--- config.mk ---
export PLATFORM = sky130hd
export DESIGN_NAME = requantizer_flat
export DESIGN_NICKNAME = d
export VERILOG_FILES = /design/src/logic/conv_pkg.sv /design/src/logic/sum_if.sv /design/src/logic/requantizer.sv /design/src/flat_wrapper.sv
export SDC_FILE = /design/constraint.sdc
export NUM_CORES = 1
export LEC_CHECK = 0
export ABC_AREA = 1
export BUFFER_PORTS_ARGS = -buffer_cell sky130_fd_sc_hd__buf_2
export CAP_MARGIN = 15
export CORE_MARGIN = 2
export CORE_UTILIZATION = 39
export CTS_CLUSTER_SIZE = 24
export DETAILED_ROUTE_END_ITERATION = 7
export GPL_ROUTABILITY_DRIVEN = 0
export PLACE_DENSITY = 0.85
export SETUP_SLACK_MARGIN = 0.5
export SYNTH_ARGS = -nofsm -noshare
export SYNTH_HDL_FRONTEND = slang
export SYNTH_SLANG_ARGS = --single-unit
--- constraint.sdc ---
create_clock -name clk -period 0.8 [get_ports clk]
set_input_delay 0 -clock clk [delete_from_list [all_inputs] [get_ports clk]]
set_output_delay 0 -clock clk [all_outputs]
set_load 0.01 [all_outputs]
--- src/logic/conv_pkg.sv ---
package conv_pkg;

    // pixel and weight width, two's complement
    localparam int PIX_W       = 9;
    localparam int ROW_LEN     = 32;
    localparam int K           = 3;
    localparam int NUM_KERNELS = 3;
    localparam int NUM_COLS    = ROW_LEN - K + 1;
    localparam int NUM_WTS     = NUM_KERNELS * K * K;

    // min cycles between row strobes
    localparam int ROW_GAP     = 32;

    // 18-bit product plus 4 growth bits for 9 terms
    localparam int ACC_W       = 22;
    localparam int ACC_SHIFT   = 4;

    // saturation bounds of the output pixel
    localparam int PIX_MAX     = 2 ** (PIX_W - 1) - 1;
    localparam int PIX_MIN     = -(2 ** (PIX_W - 1));

    typedef logic signed [PIX_W-1:0]         pix_t;

    // pixel 0 sits in the top bits
    typedef logic [ROW_LEN*PIX_W-1:0]        row_t;
    typedef logic [K*PIX_W-1:0]              tap3_t;

    typedef logic signed [ACC_W-1:0]         acc_t;
    typedef logic [$clog2(NUM_COLS)-1:0]     col_t;

    // kernel * 9 + row * 3 + column
    typedef logic [$clog2(NUM_WTS)-1:0]      wsel_t;

    // channel 0 in the low bits
    typedef logic [NUM_KERNELS*PIX_W-1:0]    chan_t;

    typedef enum logic [1:0] {
        FILL0,
        FILL1,
        IDLE,
        SCAN
    } scan_state_t;

endpackage

--- src/logic/sum_if.sv ---
`timescale 1ns/100ps

// raw channel sums, before shift and clamp
interface sum_if;

    logic           sum_valid;
    conv_pkg::col_t sum_col;
    conv_pkg::acc_t sum0;
    conv_pkg::acc_t sum1;
    conv_pkg::acc_t sum2;

    modport src (
        output sum_valid, sum_col,
        output sum0, sum1, sum2
    );

    modport dst (
        input sum_valid, sum_col,
        input sum0, sum1, sum2
    );

endinterface

--- src/logic/requantizer.sv ---
`timescale 1ns/100ps

module requantizer (
    input  logic            clk,
    input  logic            arst_n,
    sum_if.dst              sums,
    output logic            out_valid,
    output conv_pkg::col_t  out_col,
    output conv_pkg::chan_t out_data
);

    // floor shift, then clamp to the pixel range
    function automatic conv_pkg::pix_t requant(conv_pkg::acc_t sum);
        conv_pkg::acc_t shifted;
        shifted = sum >>> conv_pkg::ACC_SHIFT;
        if (shifted > conv_pkg::acc_t'(conv_pkg::PIX_MAX)) begin
            return conv_pkg::pix_t'(conv_pkg::PIX_MAX);
        end
        if (shifted < conv_pkg::acc_t'(conv_pkg::PIX_MIN)) begin
            return conv_pkg::pix_t'(conv_pkg::PIX_MIN);
        end
        return conv_pkg::pix_t'(shifted);
    endfunction

    always_ff @(posedge clk or negedge arst_n) begin
        if (!arst_n) begin
            out_valid <= 1'b0;
        end else begin
            out_valid <= sums.sum_valid;
        end
    end

    always_ff @(posedge clk) begin
        if (sums.sum_valid) begin
            out_col  <= sums.sum_col;
            out_data <= {requant(sums.sum2), requant(sums.sum1), requant(sums.sum0)};
        end
    end

endmodule

--- src/flat_wrapper.sv ---
// flat-port wrapper written by rule: the top's interface ports become plain ports
module requantizer_flat 
  (clk, arst_n, out_valid, out_col, out_data, sums_sum_valid, sums_sum_col, sums_sum0, sums_sum1, sums_sum2);
  sum_if sums_i ();
  input  logic clk;
  input  logic arst_n;
  output logic out_valid;
  output conv_pkg::col_t out_col;
  output conv_pkg::chan_t out_data;
  input wire logic [$bits(sums_i.sum_valid)-1:0] sums_sum_valid;
  input wire logic [$bits(sums_i.sum_col)-1:0] sums_sum_col;
  input wire logic [$bits(sums_i.sum0)-1:0] sums_sum0;
  input wire logic [$bits(sums_i.sum1)-1:0] sums_sum1;
  input wire logic [$bits(sums_i.sum2)-1:0] sums_sum2;
  assign sums_i.sum_valid = sums_sum_valid;
  assign sums_i.sum_col = sums_sum_col;
  assign sums_i.sum0 = sums_sum0;
  assign sums_i.sum1 = sums_sum1;
  assign sums_i.sum2 = sums_sum2;
  requantizer u_core (.clk(clk), .arst_n(arst_n), .sums(sums_i), .out_valid(out_valid), .out_col(out_col), .out_data(out_data));
endmodule
==> results.md, run 1 <==
- Num CTS Buffers: 5
- CTS Hold Buffers Added: 1
- Slew @ Worst Pin: 0.205 ns
- Post-Syn Instances: ~130
- Maximum vdd ir drop: slightly above 1 mV
- CTS HTree Levels: 2
- Die height: 63.7 um
- Total negative slack: -1.53 ns
- Slew Limit Fails: 0
- Cell at the slowest stage of the critical path: edfxtp_1
- Largest net degree at the start of global routing: 34
- Shortest period the worst path allows: about 0.88 ns
- DIE AREA: 4060 um2
- Sw frac: 25.9%
- Final hold violation count: 33
- Worst hold start: sums_sum_col[4]
- Cell Rows: 21
- Clock group share of total power: 23.4%
- Post-CTS setup buffers: 0
- Net Switching: just under 1 mW
- Detail-routed via count per cell: 4.72
- Number of global-route vias before repair: ~1300
- Layout cells sized above 1: 65.2%
- Seq/Total Area, Yosys: 70.9%
- Worst setup EP type: output port
- First-pass GRT wire length: 5.27 mm
- Static Leak: 1.05 nW
- Worst Path Max Fanout: 1
- Pre-CTS WS: -0.0817 ns
- Area growth syn-to-layout: 69.5%
- Synth cell types: 10
- Comb pwr share: 20.4%
- Initial core utilization: 41.0%
- DRT antenna net count: 0
- Buf+Inv Stages, Crit Path: 1
- Final worst setup slack: -0.0819 ns
- Crit path launch: u_core.out_data[18]
- Min Hold Slack: -0.167 ns
- DRT iter0 DRCs: 77
- Arrival @ worst endpoint: 0.88 ns
- Internal power: roughly 2.8 mW
- Root Driver: clkbuf_4
- CP Launch Type: flip-flop
- Width of the chip: 63.7 um
- Flop pwr share: 56.2%
- Total wire length: 3.75 mm
- Flops & latches, synth: 33
- Unrepaired setup endpoints after global routing: true
- Global route overflow: 0
- Setup violators final: 33
- Status: finished, violations left
- Clock transition at path regs: 0.10 ns
- Period utilisation layout: 110%
- Clock Sinks: 33
- I/O Buffers: 94
- Critical path required time: 0.80 ns
- Initial antenna violation count: 0
- P per Cell Area: 1580 nW/um2
- Synth warn: 0
- Max clock buf depth: 2
- Drt pass-1 iters: 4
- Max Fclk: 1130 MHz
- Fill cells: 260
- Slew margin rel.: between 80 and 90%
- Critical path's largest stage delay: 0.39 ns
- Post-DP HPWL: 2.44 mm
- Syn Nets: around 200
- Core ar.: between 3000 and 4000 um2
- DRC: 0
- Number of diodes: 0
- CP top delay family: flip-flops
- Worst path cell trace: buf_2
- DR vias: 1317
- CTS tree: done
- Final #Nets: 306
- I/O Pins: 107
- Drt wl/cell: 13.4 um
- Mapped cell area: 1390 um2
- Class of the most critical setup path: flip-flop to output port
- Syn_area_per_cell: 10.5 um2
- Max-Cap Viols: 0
- Hold crit path type: input pin to flip-flop
- Total GRT Usage: 17.2%
- Failing checks: negative hold slack, negative setup slack
## synth_stat cells
cell      instances  area share, %
nor3_1            3            1.1
nor2_1           15            4.0
inv_1             3           0.81
and2_0            3            1.3
clkbuf_1          3           0.81
nand3_1           6            2.2
nand2_1          60             16
nand2_2           6            2.7
edfxtp_1         32             69
dfrtp_1           1            1.8
## state kept, by name, indices dropped and copies added, names as in the netlist
signal            flops
u_core.out_data      27
u_core.out_valid      1
u_core.out_col        5
## placed cells by master, fill, tap and decap left out, types with 3 or more instances in the layout
cell type	count
nand2_2	27
and2_4	3
edfxtp_1	32
buf_2	76
nor2_2	4
nor2_4	3
nor2_1	8
clkbuf_4	5
nand3_4	3
nor3_4	3
inv_1	3
nand2_1	34
buf_6	13
buf_8	5
nand2_8	3
## what timing repair did
action | 4_1_cts | 5_1_grt
hold endpoints to repair | 33 | 33
cloned | 0 | 0
pin swaps | 19 | 25
setup endpoints to repair | 57 | 57
gates resized for setup | 12 | 74
## worst paths after layout
| kind | slack, ns | to | cells past startpoint |
|---|---|---|---|
| setup / recovery | -0.08 | out_data[18] | 1 |
| hold / removal | -0.17 | u_core.out_col[4] | 1 |
| max in group asynchronous | 0.75 | u_core.out_valid | 2 |
| min in group asynchronous | -0.03 | u_core.out_valid | 2 |
## layout make-up
cell class	instances	area [um2]	share of cell area (%)
clock buffers	6	41.3	1.75
clock inverters	2	10.0	0.424
flip-flops and latches	33	986	41.8
repair buffers	96	632	26.8
multi-input cells	93	621	26.3
inverters	3	11.3	0.477
well taps	46	57.6	2.44
## per-stage QoR
stage | power, mW | util (%) | instances | area, um2
5_1_grt | 3.90 | 69.6 | 279 | 2360
6_report | 3.72 | 69.6 | 279 | 2360
4_1_cts | 3.57 | 61.2 | 279 | 2070
3_5_place_dp | 2.70 | 57.3 | 270 | 1940
2_1_floorplan | 2.34 | - | 132 | 1410
3_3_place_gp | 2.68 | 57.3 | 270 | 1940
## cell families after synthesis
kind of cell,share of synthesized area [%]
buffers and inverters,1.62
AND/OR/NAND/NOR,27.5
flip-flops,70.9
## power groups by stage
stage,registers [mW],clock network [mW],logic (mW)
global placement,2.12,0,0.558
finish,2.09,0.870,0.757
global route,2.10,0.981,0.821
CTS,2.09,0.875,0.607
detailed placement,2.13,0,0.570
floorplan,2.21,0,0.123
## routing by layer
metal | track usage [%] | up-vias | share of wire [%]
li1 | - | 632 | -
met1 | 17.2 | 608 | 32
met2 | 30.3 | 68 | 58
met3 | 7.75 | 9 | 8.1
met4 | 7.88 | 0 | 2.4
met5 | 0 | - | 0
Note: power is estimated with default switching activity, not from simulation.
==> inputs of run 2 (changes only) <==
--- a/config.mk
+++ b/config.mk
@@ -14,6 +14,7 @@
 export DETAILED_ROUTE_END_ITERATION = 7
 export GPL_ROUTABILITY_DRIVEN = 0
 export PLACE_DENSITY = 0.85
+export RECOVER_POWER = 25
 export SETUP_SLACK_MARGIN = 0.5
 export SYNTH_ARGS = -nofsm -noshare
 export SYNTH_HDL_FRONTEND = slang
==> run 2 against run 1 <==
The run still ends with negative hold slack, negative setup slack left. Fmax about the same. Cell area down 0.80%. Count of clock-buffer cells in the layout stayed put. Combinational power is 2% lower. Sequential power barely moved. Core utilization fell by 0.55 points. Largest cell class unchanged. Power fell by 0.30%.
==> results.md, run 2 (synthesis gave the netlist of run 1 again) <==
- Final worst setup slack: -0.0819 ns (about the same)
- Area growth syn-to-layout: 68.2% (was 69.5%)
- I/O Buffers: 94 (unchanged)
- CTS tree: done (unchanged)
- CTS Hold Buffers Added: 1 (unchanged)
- Final core utilization: 69.0% (was 69.6%)
- Slew margin rel.: 47.5% (was 86.3%)
- Unrepaired setup endpoints after global routing: true (unchanged)
- Period utilisation layout: 110% (about the same)
- Setup violators final: 33 (unchanged)
- Worst path cell trace: buf_2 (unchanged)
- DRC: 0 (unchanged)
- Critical path's largest stage delay: 0.39 ns (about the same)
- DR vias: 1323 (was 1317)
- Layout cells sized above 1: 63.9% (was 65.2%)
- Pre-CTS WS: -0.0817 ns (unchanged)
- DRT antenna net count: 0 (unchanged)
- Buf+Inv Stages, Crit Path: 1 (unchanged)
- Shortest period the worst path allows: 0.882 ns (about the same)
- Min Hold Slack: -0.167 ns (about the same)
- Drt pass-1 iters: 4 (unchanged)
- Largest net degree at the start of global routing: 34 (unchanged)
- Post-Place Cells: 270 (unchanged)
- Final #Nets: 306 (unchanged)
- Total negative slack: -1.53 ns (about the same)
- Final hold violation count: 33 (unchanged)
- DRT iter0 DRCs: 77 (unchanged)
- Cell Rows: 21 (unchanged)
- Cell at the slowest stage of the critical path: edfxtp_1 (unchanged)
- Commonest non-fill, non-tap cell in the layout: buf_2 (unchanged)
- Number of diodes: 0 (unchanged)
- Slew Limit Fails: 0 (unchanged)
- CP Launch Type: flip-flop (unchanged)
- Worst Path Max Fanout: 1 (unchanged)
- Post-CTS setup buffers: 0 (unchanged)
- Largest regs: u_core.out_data (27), u_core.out_col (5), u_core.out_valid (1) (unchanged)
- Max clock buf depth: 2 (unchanged)
- Drt wl/cell: 13.4 um (about the same)
- Largest register FFs: 27 (unchanged)
- Worst setup EP type: output port (unchanged)
- DIE AREA: 4060 um2 (unchanged)
- Placement Cell Area: 1940 um2 (unchanged)
- Root Driver: clkbuf_4 (unchanged)
- Hold Path End: u_core.out_col[4] (unchanged)
- Most frequent cells in the layout: buf_2 (73), nand2_1 (34), edfxtp_1 (32) (was buf_2 (76), nand2_1 (34), edfxtp_1 (32))
- Failing checks: negative hold slack, negative setup slack (unchanged)
- Total GRT Usage: 17.2% (unchanged)
- Final Cell Area: 2340 um2 (was 2360 um2)
- I/O Pins: 107 (unchanged)
- Max-Cap Viols: 0 (unchanged)
- First-pass GRT wire length: 5.27 mm (unchanged)
- Largest reg by FF count: u_core.out_data (unchanged)
- Non-Filler Instances: 279 (unchanged)
- Critical path required time: 0.80 ns (about the same)
- Hold depth: 1 (unchanged)
- Slew @ Worst Pin: 0.787 ns (was 0.205 ns)
- Static Leak: 1.03 nW (was 1.05 nW)
- CP top delay family: flip-flops (unchanged)
- Initial antenna violation count: 0 (unchanged)
- Die height: 63.7 um (unchanged)
- Clock transition at path regs: 0.10 ns (about the same)
- Total wire length: 3.74 mm (was 3.75 mm)
- Core ar.: 3390 um2 (unchanged)
- Clock Sinks: 33 (unchanged)
- Status: finished, violations left (unchanged)
- Initial core utilization: 41.0% (unchanged)
- Num CTS Buffers: 5 (unchanged)
- Number of global-route vias before repair: 1250 (unchanged)
- Hold crit path type: input pin to flip-flop (unchanged)
- Arrival @ worst endpoint: 0.88 ns (about the same)
- Post-DP HPWL: 2.44 mm (unchanged)
- P per Cell Area: 1580 nW/um2 (about the same)
- Detail-routed via count per cell: 4.74 (was 4.72)
- Worst hold start: sums_sum_col[4] (unchanged)
- CTS HTree Levels: 2 (unchanged)
- Class of the most critical setup path: flip-flop to output port (unchanged)
- Global route overflow: 0 (unchanged)
- Max Fclk: 1130 MHz (about the same)
- Maximum vdd ir drop: 1.02 mV (about the same)
- Width of the chip: 63.7 um (unchanged)
[run 2: cell count changes in the layout (fill, tap and decap cells not counted), sizes merged]
cell | previous run | this run
buf | 95 | 91
clkbuf | 6 | 10
[run 2: worst max-delay path by stage]
stage,cells after the start,startpoint,endpoint,slack (ns)
6_report,1,u_core.out_data[18],out_data[18],-0.08
5_1_grt,1,u_core.out_data[18],out_data[18],-0.14
4_1_cts,1,u_core.out_data[18],out_data[18],-0.09
3_5_place_dp,6,sums_sum1[20],u_core.out_data[9],-0.08
3_3_place_gp,6,sums_sum1[20],u_core.out_data[13],-0.08
2_1_floorplan,5,sums_sum0[16],u_core.out_data[0],0.12
[run 2: final cells by class]
cell class	count	area, um2
Multi-Input combinational cell	93	621
Tap cell	46	57.6
Timing Repair Buffer	96	613
Inverter	3	11.3
Clock buffer	6	41.3
Fill cell	264	1050
Clock inverter	2	10.0
Sequential cell	33	986
[run 2: timing repair]
item	4_1_cts	5_1_grt
endpoints found under the hold margin	33	33
pin swaps	19	25
resized for setup	12	74
setup endpoints to repair	57	57
[run 2: where the power goes]
group	leakage, nW	total, mW	internal [mW]	switching (mW)
Clock	0.0320	0.870	0.334	0.536
Combinational	0.675	0.744	0.353	0.390
Sequential	0.327	2.09	2.06	0.0334
[run 2: through the flow]
step                power [mW]  hold slack, ns
detailed placement        2.70          -0.223
global route              3.89          -0.188
finish                    3.70          -0.167
global placement          2.68          -0.223
CTS                       3.57          -0.174
floorplan                 2.34          -0.296
[run 2: layer usage]
metal,up-vias,global-route usage [%],wire [um]
met5,-,0,0
li1,633,-,-
met2,68,30.3,2170
met1,613,17.2,1170
met4,0,7.88,89
met3,9,7.75,306
